[config.mk]
export PLATFORM = sky130hd
export DESIGN_NAME = softmax_top
export DESIGN_NICKNAME = d
export VERILOG_FILES = /design/src/softmax_ctrl_pkg.sv /design/src/softmax_data_pkg.sv /design/src/denom_accumulator.sv /design/src/exp2_lanes.sv /design/src/lane_normalizer.sv /design/src/max_tracker.sv /design/src/recip_divider.sv /design/src/softmax_ctrl.sv /design/src/softmax_top.sv
export VERILOG_INCLUDE_DIRS = /design/src /design/src/src
export SDC_FILE = /design/constraint.sdc
export NUM_CORES = 2
export LEC_CHECK = 0
export ABC_AREA = 1
export BUFFER_PORTS_ARGS = -buffer_cell sky130_fd_sc_hd__buf_2
export CORE_MARGIN = 8
export CORE_UTILIZATION = 50
export CTS_CLUSTER_SIZE = 30
export DETAILED_ROUTE_END_ITERATION = 16
export GPL_TIMING_DRIVEN = 0
export PLACE_DENSITY_LB_ADDON = 0.3
export REMOVE_ABC_BUFFERS = 1
export SYNTH_ARGS = -nofsm -noshare
export SYNTH_HDL_FRONTEND = slang
export SYNTH_HIERARCHICAL = 1
export SYNTH_SLANG_ARGS = --single-unit
[constraint.sdc]
create_clock -name clk_i -period 18.1 [get_ports clk_i]
set_input_delay 2.715 -clock clk_i [delete_from_list [all_inputs] [get_ports clk_i]]
set_output_delay 2.715 -clock clk_i [all_outputs]
set_load 0.03 [all_outputs]
[src/softmax_settings.svh]
/*
 * Softmax datapath settings
 * Lane count, data widths and shift limits
 */
`ifndef SOFTMAX_SETTINGS_SVH
`define SOFTMAX_SETTINGS_SVH

// Lanes per input beat
`define SOFTMAX_LANES 4

// Signed log2 score
`define SOFTMAX_SCORE_W 8

// Exponential is Q1.16
`define SOFTMAX_FRAC_W 16

`define SOFTMAX_SUM_W 32
`define SOFTMAX_RECIP_W 17

// Growth of the maximum within one beat, 0 to 255
`define SOFTMAX_GROW_W 8

// Shifts beyond these limits flush the value to zero
`define SOFTMAX_EXP_SHIFT_MAX `SOFTMAX_FRAC_W
`define SOFTMAX_SUM_SHIFT_MAX `SOFTMAX_SUM_W

`endif

[src/softmax_ctrl_pkg.sv]
/*
 * Control types of the softmax datapath
 * Pass controller states
 */
`default_nettype none

package softmax_ctrl_pkg;

    typedef enum logic [1:0] {
        IDLE,
        ACCUM,
        INVERT,
        NORM
    } pass_state_e;

endpackage

`default_nettype wire

[src/softmax_data_pkg.sv]
/*
 * Data types of the softmax datapath
 * Scores, exponentials, sums, reciprocals and lane vectors
 */
`default_nettype none

`include "softmax_settings.svh"

package softmax_data_pkg;

    typedef logic signed [`SOFTMAX_SCORE_W-1:0] score_t;

    // Q1.16, 1.0 is 2^16
    typedef logic [`SOFTMAX_FRAC_W:0] exp_t;

    typedef logic [`SOFTMAX_SUM_W-1:0] sum_t;
    typedef logic [`SOFTMAX_RECIP_W-1:0] recip_t;

    typedef score_t [`SOFTMAX_LANES-1:0] lanes_score_t;
    typedef exp_t [`SOFTMAX_LANES-1:0] lanes_exp_t;
    typedef logic [`SOFTMAX_LANES-1:0] strb_t;

endpackage

`default_nettype wire

[src/denom_accumulator.sv]
/*
 * Softmax denominator
 * Lane reduction and rescale-then-add running sum
 */
`default_nettype none

`include "softmax_settings.svh"

module denom_accumulator (
    input  logic                         clk_i,
    input  logic                         rst_ni,
    input  logic                         valid_i,
    input  logic                         acc_en_i,
    input  logic                         first_i,
    input  softmax_data_pkg::lanes_exp_t exp_i,
    input  softmax_data_pkg::strb_t      strb_i,
    input  logic [`SOFTMAX_GROW_W-1:0]   grow_i,
    output softmax_data_pkg::sum_t       sum_o
);

    localparam int unsigned lane_sum_w = `SOFTMAX_FRAC_W + 1 + $clog2(`SOFTMAX_LANES);

    logic [lane_sum_w-1:0]  lane_sum;
    softmax_data_pkg::sum_t scaled;
    softmax_data_pkg::sum_t sum_q;

    always_comb begin
        lane_sum = '0;
        for (int i = 0; i < `SOFTMAX_LANES; i++) begin
            if (strb_i[i]) begin
                lane_sum = lane_sum + lane_sum_w'(exp_i[i]);
            end
        end
    end

    // Old terms were relative to a smaller maximum
    assign scaled = (grow_i >= `SOFTMAX_SUM_SHIFT_MAX) ? '0 : sum_q >> grow_i;

    always_ff @(posedge clk_i or negedge rst_ni) begin
        if (!rst_ni) begin
            sum_q <= '0;
        end else if (first_i) begin
            sum_q <= '0;
        end else if (valid_i && acc_en_i) begin
            sum_q <= scaled + softmax_data_pkg::sum_t'(lane_sum);
        end
    end

    assign sum_o = sum_q;

endmodule

`default_nettype wire

[src/exp2_lanes.sv]
/*
 * Per-lane base-2 exponential relative to the current maximum
 * Saturating shift of 1.0, registered with strobes and growth
 */
`default_nettype none

`include "softmax_settings.svh"

module exp2_lanes (
    input  logic                           clk_i,
    input  logic                           rst_ni,
    input  logic                           valid_i,
    input  softmax_data_pkg::lanes_score_t data_i,
    input  softmax_data_pkg::strb_t        strb_i,
    input  softmax_data_pkg::score_t       max_i,
    input  logic [`SOFTMAX_GROW_W-1:0]     grow_i,
    output softmax_data_pkg::lanes_exp_t   exp_o,
    output softmax_data_pkg::strb_t        strb_o,
    output logic [`SOFTMAX_GROW_W-1:0]     grow_o
);

    localparam softmax_data_pkg::exp_t exp_one = 1 << `SOFTMAX_FRAC_W;

    logic signed [`SOFTMAX_SCORE_W:0] diff [`SOFTMAX_LANES];
    softmax_data_pkg::lanes_exp_t     exp_d;
    softmax_data_pkg::lanes_exp_t     exp_q;
    softmax_data_pkg::strb_t          strb_q;
    logic [`SOFTMAX_GROW_W-1:0]       grow_q;

    always_comb begin
        exp_d = '0;
        for (int i = 0; i < `SOFTMAX_LANES; i++) begin
            diff[i] = max_i - data_i[i];
            // Beyond 16 halvings the value is below one LSB
            if (strb_i[i] && (diff[i] >= 0) && (diff[i] <= `SOFTMAX_EXP_SHIFT_MAX)) begin
                exp_d[i] = exp_one >> diff[i];
            end
        end
    end

    always_ff @(posedge clk_i or negedge rst_ni) begin
        if (!rst_ni) begin
            strb_q <= '0;
        end else if (valid_i) begin
            strb_q <= strb_i;
        end
    end

    always_ff @(posedge clk_i) begin
        if (valid_i) begin
            exp_q  <= exp_d;
            grow_q <= grow_i;
        end
    end

    assign exp_o  = exp_q;
    assign strb_o = strb_q;
    assign grow_o = grow_q;

endmodule

`default_nettype wire

[src/lane_normalizer.sv]
/*
 * Per-lane multiply of the exponentials by the reciprocal
 * Result truncated by 16 bits into the output register
 */
`default_nettype none

`include "softmax_settings.svh"

module lane_normalizer (
    input  logic                         clk_i,
    input  logic                         rst_ni,
    input  logic                         valid_i,
    input  logic                         norm_en_i,
    input  softmax_data_pkg::lanes_exp_t exp_i,
    input  softmax_data_pkg::strb_t      strb_i,
    input  softmax_data_pkg::recip_t     recip_i,
    output logic                         out_valid_o,
    output softmax_data_pkg::lanes_exp_t out_data_o,
    output softmax_data_pkg::strb_t      out_strb_o
);

    localparam int unsigned prod_w = `SOFTMAX_FRAC_W + 1 + `SOFTMAX_RECIP_W;

    logic [prod_w-1:0]            prod [`SOFTMAX_LANES];
    softmax_data_pkg::lanes_exp_t norm_d;
    softmax_data_pkg::lanes_exp_t data_q;
    softmax_data_pkg::strb_t      strb_q;
    logic                         valid_q;
    logic                         load;

    assign load = valid_i && norm_en_i;

    always_comb begin
        for (int i = 0; i < `SOFTMAX_LANES; i++) begin
            prod[i]   = exp_i[i] * recip_i;
            norm_d[i] = strb_i[i] ? prod[i][`SOFTMAX_FRAC_W +: `SOFTMAX_FRAC_W+1] : '0;
        end
    end

    always_ff @(posedge clk_i or negedge rst_ni) begin
        if (!rst_ni) begin
            valid_q <= 1'b0;
            strb_q  <= '0;
        end else begin
            valid_q <= load;
            if (load) begin
                strb_q <= strb_i;
            end
        end
    end

    always_ff @(posedge clk_i) begin
        if (load) begin
            data_q <= norm_d;
        end
    end

    assign out_valid_o = valid_q;
    assign out_data_o  = data_q;
    assign out_strb_o  = strb_q;

endmodule

`default_nettype wire

[src/max_tracker.sv]
/*
 * Running maximum over the strobed lanes of each beat
 * Registers beat data, strobes, maximum and growth for the next stage
 */
`default_nettype none

`include "softmax_settings.svh"

module max_tracker (
    input  logic                           clk_i,
    input  logic                           rst_ni,
    input  logic                           valid_i,
    input  logic                           first_i,
    input  logic                           track_en_i,
    input  softmax_data_pkg::lanes_score_t data_i,
    input  softmax_data_pkg::strb_t        strb_i,
    output softmax_data_pkg::lanes_score_t data_o,
    output softmax_data_pkg::strb_t        strb_o,
    output softmax_data_pkg::score_t       max_o,
    output logic [`SOFTMAX_GROW_W-1:0]     grow_o
);

    localparam softmax_data_pkg::score_t score_min = {1'b1, {(`SOFTMAX_SCORE_W-1){1'b0}}};

    softmax_data_pkg::score_t       prev_max;
    softmax_data_pkg::score_t       beat_max;
    softmax_data_pkg::score_t       max_q;
    softmax_data_pkg::lanes_score_t data_q;
    softmax_data_pkg::strb_t        strb_q;
    logic [`SOFTMAX_GROW_W-1:0]     grow_d;
    logic [`SOFTMAX_GROW_W-1:0]     grow_q;

    // A new vector starts from the smallest score
    assign prev_max = first_i ? score_min : max_q;

    always_comb begin
        beat_max = prev_max;
        for (int i = 0; i < `SOFTMAX_LANES; i++) begin
            if (strb_i[i] && (data_i[i] > beat_max)) begin
                beat_max = data_i[i];
            end
        end
    end

    // Never negative, the beat maximum starts at the previous one
    assign grow_d = track_en_i ? beat_max - prev_max : '0;

    always_ff @(posedge clk_i or negedge rst_ni) begin
        if (!rst_ni) begin
            max_q <= score_min;
        end else if (track_en_i) begin
            max_q <= beat_max;
        end
    end

    always_ff @(posedge clk_i) begin
        if (valid_i) begin
            data_q <= data_i;
            strb_q <= strb_i;
            grow_q <= grow_d;
        end
    end

    assign data_o = data_q;
    assign strb_o = strb_q;
    assign max_o  = max_q;
    assign grow_o = grow_q;

endmodule

`default_nettype wire

[src/recip_divider.sv]
/*
 * Serial restoring divider for the reciprocal 2^32 / divisor
 * One quotient bit per cycle, done 33 cycles after start
 */
`default_nettype none

`include "softmax_settings.svh"

module recip_divider (
    input  logic                     clk_i,
    input  logic                     rst_ni,
    input  logic                     start_i,
    input  softmax_data_pkg::sum_t   divisor_i,
    output softmax_data_pkg::recip_t recip_o,
    output logic                     done_o
);

    localparam int unsigned steps = `SOFTMAX_SUM_W + 1;
    localparam int unsigned cnt_w = $clog2(steps);

    logic [cnt_w-1:0]         cnt_q;
    logic                     done_q;
    logic                     step;
    softmax_data_pkg::sum_t   divisor;
    softmax_data_pkg::sum_t   divisor_q;
    softmax_data_pkg::sum_t   rem_q;
    logic [`SOFTMAX_SUM_W:0]  rem_shift;
    logic [`SOFTMAX_SUM_W:0]  rem_d;
    logic                     fit;
    softmax_data_pkg::recip_t quot_d;
    softmax_data_pkg::recip_t quot_q;

    assign step    = start_i || (cnt_q != '0);
    assign divisor = start_i ? divisor_i : divisor_q;

    // Only the leading dividend bit is set, every later bit shifts in zero
    assign rem_shift = start_i ? (`SOFTMAX_SUM_W+1)'(1) : {rem_q, 1'b0};
    assign fit       = rem_shift >= {1'b0, divisor};
    assign rem_d     = fit ? rem_shift - {1'b0, divisor} : rem_shift;

    assign quot_d = start_i ? softmax_data_pkg::recip_t'(fit)
                            : {quot_q[`SOFTMAX_RECIP_W-2:0], fit};

    always_ff @(posedge clk_i or negedge rst_ni) begin
        if (!rst_ni) begin
            cnt_q  <= '0;
            done_q <= 1'b0;
        end else begin
            done_q <= !start_i && (cnt_q == cnt_w'(1));
            if (start_i) begin
                cnt_q <= cnt_w'(steps - 1);
            end else if (cnt_q != '0) begin
                cnt_q <= cnt_q - 1'b1;
            end
        end
    end

    always_ff @(posedge clk_i) begin
        if (start_i) begin
            divisor_q <= divisor_i;
        end
        if (step) begin
            // Remainder stays below the divisor
            rem_q  <= rem_d[`SOFTMAX_SUM_W-1:0];
            quot_q <= quot_d;
        end
    end

    assign recip_o = quot_q;
    assign done_o  = done_q;

endmodule

`default_nettype wire

[src/softmax_ctrl.sv]
/*
 * Pass controller FSM
 * Input ready, drain counter, divider start and stage valid pipeline
 */
`default_nettype none

module softmax_ctrl (
    input  logic clk_i,
    input  logic rst_ni,
    input  logic in_valid_i,
    input  logic in_last_i,
    input  logic div_done_i,
    output logic in_ready_o,
    output logic first_o,
    output logic track_en_o,
    output logic s1_valid_o,
    output logic s2_valid_o,
    output logic acc_en_o,
    output logic div_start_o,
    output logic norm_en_o,
    output logic busy_o
);

    softmax_ctrl_pkg::pass_state_e state_q;
    softmax_ctrl_pkg::pass_state_e state_d;

    logic [1:0] drain_q;
    logic [1:0] valid_sr_q;
    logic [1:0] acc_sr_q;
    logic       accept;
    logic       accum_pass;

    assign in_ready_o = (state_q != softmax_ctrl_pkg::INVERT);
    assign accept     = in_valid_i && in_ready_o;

    // A beat taken in IDLE opens the accumulation pass
    assign accum_pass = (state_q == softmax_ctrl_pkg::IDLE) ||
                        (state_q == softmax_ctrl_pkg::ACCUM);
    assign first_o    = accept && (state_q == softmax_ctrl_pkg::IDLE);
    assign track_en_o = accept && accum_pass;

    // Start once the last beat has reached the sum
    assign div_start_o = (state_q == softmax_ctrl_pkg::INVERT) && (drain_q == 2'd1);

    always_comb begin
        state_d = state_q;
        unique case (state_q)
            softmax_ctrl_pkg::IDLE, softmax_ctrl_pkg::ACCUM: begin
                if (accept) begin
                    state_d = in_last_i ? softmax_ctrl_pkg::INVERT : softmax_ctrl_pkg::ACCUM;
                end
            end
            softmax_ctrl_pkg::INVERT: begin
                if (div_done_i) begin
                    state_d = softmax_ctrl_pkg::NORM;
                end
            end
            softmax_ctrl_pkg::NORM: begin
                if (accept && in_last_i) begin
                    state_d = softmax_ctrl_pkg::IDLE;
                end
            end
            default: state_d = softmax_ctrl_pkg::IDLE;
        endcase
    end

    always_ff @(posedge clk_i or negedge rst_ni) begin
        if (!rst_ni) begin
            state_q    <= softmax_ctrl_pkg::IDLE;
            drain_q    <= '0;
            valid_sr_q <= '0;
            acc_sr_q   <= '0;
        end else begin
            state_q    <= state_d;
            valid_sr_q <= {valid_sr_q[0], accept};
            acc_sr_q   <= {acc_sr_q[0], track_en_o};
            if (track_en_o && in_last_i) begin
                drain_q <= 2'd3;
            end else if (drain_q != '0) begin
                drain_q <= drain_q - 1'b1;
            end
        end
    end

    assign s1_valid_o = valid_sr_q[0];
    assign s2_valid_o = valid_sr_q[1];
    assign acc_en_o   = acc_sr_q[1];
    assign norm_en_o  = valid_sr_q[1] && !acc_sr_q[1];
    assign busy_o     = (state_q != softmax_ctrl_pkg::IDLE) || (valid_sr_q != '0);

endmodule

`default_nettype wire

[src/softmax_top.sv]
/*
 * Softmax datapath top level
 * Two-pass flow: max and denominator, reciprocal, normalization
 */
`default_nettype none

`include "softmax_settings.svh"

module softmax_top (
    input  logic                           clk_i,
    input  logic                           rst_ni,
    input  logic                           in_valid_i,
    output logic                           in_ready_o,
    input  logic                           in_last_i,
    input  softmax_data_pkg::lanes_score_t in_data_i,
    input  softmax_data_pkg::strb_t        in_strb_i,
    output logic                           out_valid_o,
    output softmax_data_pkg::lanes_exp_t   out_data_o,
    output softmax_data_pkg::strb_t        out_strb_o,
    output softmax_data_pkg::score_t       max_o,
    output softmax_data_pkg::sum_t         sum_o,
    output logic                           busy_o
);

    logic first;
    logic track_en;
    logic s1_valid;
    logic s2_valid;
    logic acc_en;
    logic div_start;
    logic div_done;
    logic norm_en;

    softmax_data_pkg::lanes_score_t s1_data;
    softmax_data_pkg::strb_t        s1_strb;
    logic [`SOFTMAX_GROW_W-1:0]     s1_grow;
    softmax_data_pkg::lanes_exp_t   s2_exp;
    softmax_data_pkg::strb_t        s2_strb;
    logic [`SOFTMAX_GROW_W-1:0]     s2_grow;
    softmax_data_pkg::recip_t       recip;

    softmax_ctrl i_ctrl (
        .clk_i       ( clk_i       ),
        .rst_ni      ( rst_ni      ),
        .in_valid_i  ( in_valid_i  ),
        .in_last_i   ( in_last_i   ),
        .div_done_i  ( div_done    ),
        .in_ready_o  ( in_ready_o  ),
        .first_o     ( first       ),
        .track_en_o  ( track_en    ),
        .s1_valid_o  ( s1_valid    ),
        .s2_valid_o  ( s2_valid    ),
        .acc_en_o    ( acc_en      ),
        .div_start_o ( div_start   ),
        .norm_en_o   ( norm_en     ),
        .busy_o      ( busy_o      )
    );

    // Payload follows the raw valid, stage valids come from the controller
    max_tracker i_max_tracker (
        .clk_i      ( clk_i      ),
        .rst_ni     ( rst_ni     ),
        .valid_i    ( in_valid_i ),
        .first_i    ( first      ),
        .track_en_i ( track_en   ),
        .data_i     ( in_data_i  ),
        .strb_i     ( in_strb_i  ),
        .data_o     ( s1_data    ),
        .strb_o     ( s1_strb    ),
        .max_o      ( max_o      ),
        .grow_o     ( s1_grow    )
    );

    exp2_lanes i_exp2_lanes (
        .clk_i   ( clk_i    ),
        .rst_ni  ( rst_ni   ),
        .valid_i ( s1_valid ),
        .data_i  ( s1_data  ),
        .strb_i  ( s1_strb  ),
        .max_i   ( max_o    ),
        .grow_i  ( s1_grow  ),
        .exp_o   ( s2_exp   ),
        .strb_o  ( s2_strb  ),
        .grow_o  ( s2_grow  )
    );

    denom_accumulator i_denom_accumulator (
        .clk_i    ( clk_i    ),
        .rst_ni   ( rst_ni   ),
        .valid_i  ( s2_valid ),
        .acc_en_i ( acc_en   ),
        .first_i  ( first    ),
        .exp_i    ( s2_exp   ),
        .strb_i   ( s2_strb  ),
        .grow_i   ( s2_grow  ),
        .sum_o    ( sum_o    )
    );

    recip_divider i_recip_divider (
        .clk_i     ( clk_i     ),
        .rst_ni    ( rst_ni    ),
        .start_i   ( div_start ),
        .divisor_i ( sum_o     ),
        .recip_o   ( recip     ),
        .done_o    ( div_done  )
    );

    lane_normalizer i_lane_normalizer (
        .clk_i       ( clk_i       ),
        .rst_ni      ( rst_ni      ),
        .valid_i     ( s2_valid    ),
        .norm_en_i   ( norm_en     ),
        .exp_i       ( s2_exp      ),
        .strb_i      ( s2_strb     ),
        .recip_i     ( recip       ),
        .out_valid_o ( out_valid_o ),
        .out_data_o  ( out_data_o  ),
        .out_strb_o  ( out_strb_o  )
    );

endmodule

`default_nettype wire

==> run metrics <==
post-synthesis sequential area ratio=0.143; FILL cells=12.5k; drt pass-1 iters=6; register area=9370 um^2; hold path endpoint=i_ctrl/acc_sr_q[1]; via count=56.2k; latest clock arrival within the worst-skew pair=0.65 ns; GRT overflow=0; HPWL after detailed placement=149000 um; Max Cap Viol=0; internal reg-to-reg setup slack=6.72 ns; Synth area leader=fa_1; commonest non-fill, non-tap cells in the layout=nand2_1, inv_1, fa_1; most frequent CP cell=nor2_1; chip width=377 um; clock buffer depth=3; CTS tree=done; status=finished clean; DRC Markers=0; CP Launch Type=input port; proportion of netlist area held by the largest area contributor=0.274; post_cts resized=0; hold buffers post-CTS=0; CTS root buffer=clkbuf_16; CP bufs+invs=6; routed len/inst=17.3 um; Row Count=132; FF-to-FF Start=i_ctrl/state_q[0]; layout net count=10.5k; RSZ-0062 raised after global routing=no; Final Slew Violations=0; Starting Density=0.504; min setup slack post-route=4.32 ns; Max Clk Rate=72.6 MHz; Max Fanout on Critical Path=48; Synth Instances=9043; YS warnings=6; Post-Place Cell Area=68600 um^2; Worst Hold Launch=i_ctrl/acc_sr_q[0]; share of layout cells above drive strength 1=0.0609; Core Area=129000 um^2; Max Clock Skew=0.0426 ns; Yosys cell types=70; post-route cell area=70000 um^2; Cells after DPL=10.7k; H-tree levels=2; First DRT Iteration DRCs=3971; clock input transition at the sequential cells of the worst setup and hold paths=0.07 ns; CTS sink cnt=333; DRT Wirelength=186000 um; CP required=18.47 ns; clock buffer count from CTS=42; min Tclk post-route=13.78 ns; Die H=377 um; largest net degree at the start of global routing=65; endpoint class of the critical path=flip-flop; Setup Fix Bufs, Post-CTS=0; Top FF cell, synth=edfxtp_1; Synth area leaders=fa_1, nand2_1, inv_1; Relative slew margins=0.104; Worst-Margin Slew=1.34 ns; gr usage total=0.262; Final Hold Vio Count=0; boundary pin count=155; Die ar.=142000 um^2; synthesis-to-layout area growth=7.28%; slowest cell delay on critical path=0.95 ns; Crit Path Class=input port to flip-flop; final worst path period share=0.761; commonest non-fill, non-tap cell in the layout=nand2_1; final setup vio count=0; vias in the first global route=57.7k; CP top delay family=simple AND/OR/NAND/NOR gates; Post-Place Setup Slack=3.85 ns; Seq cells post-synth=333; worst reg2reg endpoint=i_max_tracker/grow_o[7]; port bufs=154; non-filler cells, final=10.8k; HP Class=flip-flop to flip-flop; global-route wire length before repair=302000 um; Final Wtd Congestion=0.942; EDFF count, synth=237; syn avg cell area=7.22 um^2; reg2reg path depth=56; Via density=5.22; footprint of the multi-input gates=45900 um^2; asr flop ratio synth=0.192; antenna-violating nets left=0; Max stage delay cell, worst path=nor3_1; sum of negative setup slack=0 ns; hold depth=0; critical path depth=55; Critical Path AT=14.15 ns; synthesized area=65300 um^2; initial antenna violation count=19
-- worst reg2reg max path: cells and delay by family, from the launching register on --
kind,cells,cell delay [ns]
adders and majority gates,5,1.64
AOI/OAI and AO/OA,12,2.59
DFF,1,0.37
xor gates and xnor gates,1,0.20
and+or+nand+nor,32,5.61
buffers and inverters,6,0.69
-- synthesized netlist by cell type (9+ instances only) --
cell type  instances
nand4_1           68
buf_4             11
nand2_2           40
nand3b_1          26
o21bai_1          34
and2_1            20
xnor2_1           30
edfxtp_1         237
a21boi_0           9
o21ai_0          276
fa_1             893
nand3_1          326
nand3_2           42
nor2_2            31
buf_2             28
or2_2             45
inv_1           2246
buf_1             31
a31oi_1           15
nor2_1           503
ha_1             580
inv_2             25
nor3_1            39
nor2_4            10
dfxtp_1           32
nand2_1         2579
o211ai_1           9
xor2_1            47
a21oi_1          320
o21ai_1           27
dfrtp_1           63
clkbuf_1         268
-- registers in the layout, summed over array words and instances, names as in the netlist --
name,flops
i_max_tracker/data_o,32
i_max_tracker/max_o,8
i_max_tracker/grow_o,8
i_ctrl/valid_sr_q,2
i_recip_divider/recip_o,17
i_exp2_lanes/grow_o,8
i_recip_divider/rem_q,32
i_exp2_lanes/strb_o,4
i_ctrl/state_q,2
i_denom_accumulator/sum_o,32
i_lane_normalizer/out_valid_o,1
i_lane_normalizer/out_data_o,68
i_max_tracker/strb_o,4
i_exp2_lanes/exp_o,68
i_recip_divider/divisor_q,32
i_ctrl/acc_sr_q,2
i_recip_divider/done_o,1
i_recip_divider/cnt_q,6
i_ctrl/drain_q,2
i_lane_normalizer/out_strb_o,4
-- layout make-up --
type,instances,area share
well taps,1742,0.0311
repair buffers,226,0.0373
flip-flops and latches,333,0.134
clock buffers,51,0.0162
multi-input cells,6083,0.655
clock inverters,27,0.00381
diodes,11,0.000393
inverters,2278,0.122
-- logic make-up after synthesis --
kind of cell | after synthesis | synth area share
xor+xnor | 77 | 0.0103
buf+inv | 2627 | 0.154
compound gates | 752 | 0.0631
fa+ha+maj | 1473 | 0.385
simple gates | 3771 | 0.243
flops | 333 | 0.143
mux | 10 | 0.00159
-- per-stage QoR --
stage               hold slack [ns]  utilization
floorplan                     0.331            -
global placement              0.335        0.515
detailed placement            0.340        0.530
CTS                           0.316        0.541
global route                  0.322        0.541
finish                        0.311        0.541
-- worst max-delay path by stage --
stage / from / endpoint / slack (ns)
floorplan: in_valid_i / i_max_tracker/grow_o[7] / 7.18
global placement: in_valid_i / i_max_tracker/grow_o[7] / 4.20
detailed placement: in_valid_i / i_max_tracker/grow_o[7] / 3.85
CTS: in_valid_i / i_max_tracker/grow_o[7] / 4.45
global route: in_valid_i / i_max_tracker/grow_o[7] / 3.25
finish: in_valid_i / i_max_tracker/grow_o[7] / 4.32
-- layer usage --
layer / global-route usage / up-vias / share of wire
li1: - / 26800 / -
met1: 0.342 / 27000 / 0.43
met2: 0.443 / 1841 / 0.47
met3: 0.0361 / 443 / 0.066
met4: 0.0952 / 0 / 0.042
met5: 0 / - / 0
Power is not shown: default switching activity piles up to over one toggle a cycle in this logic, so the estimate is an artifact.
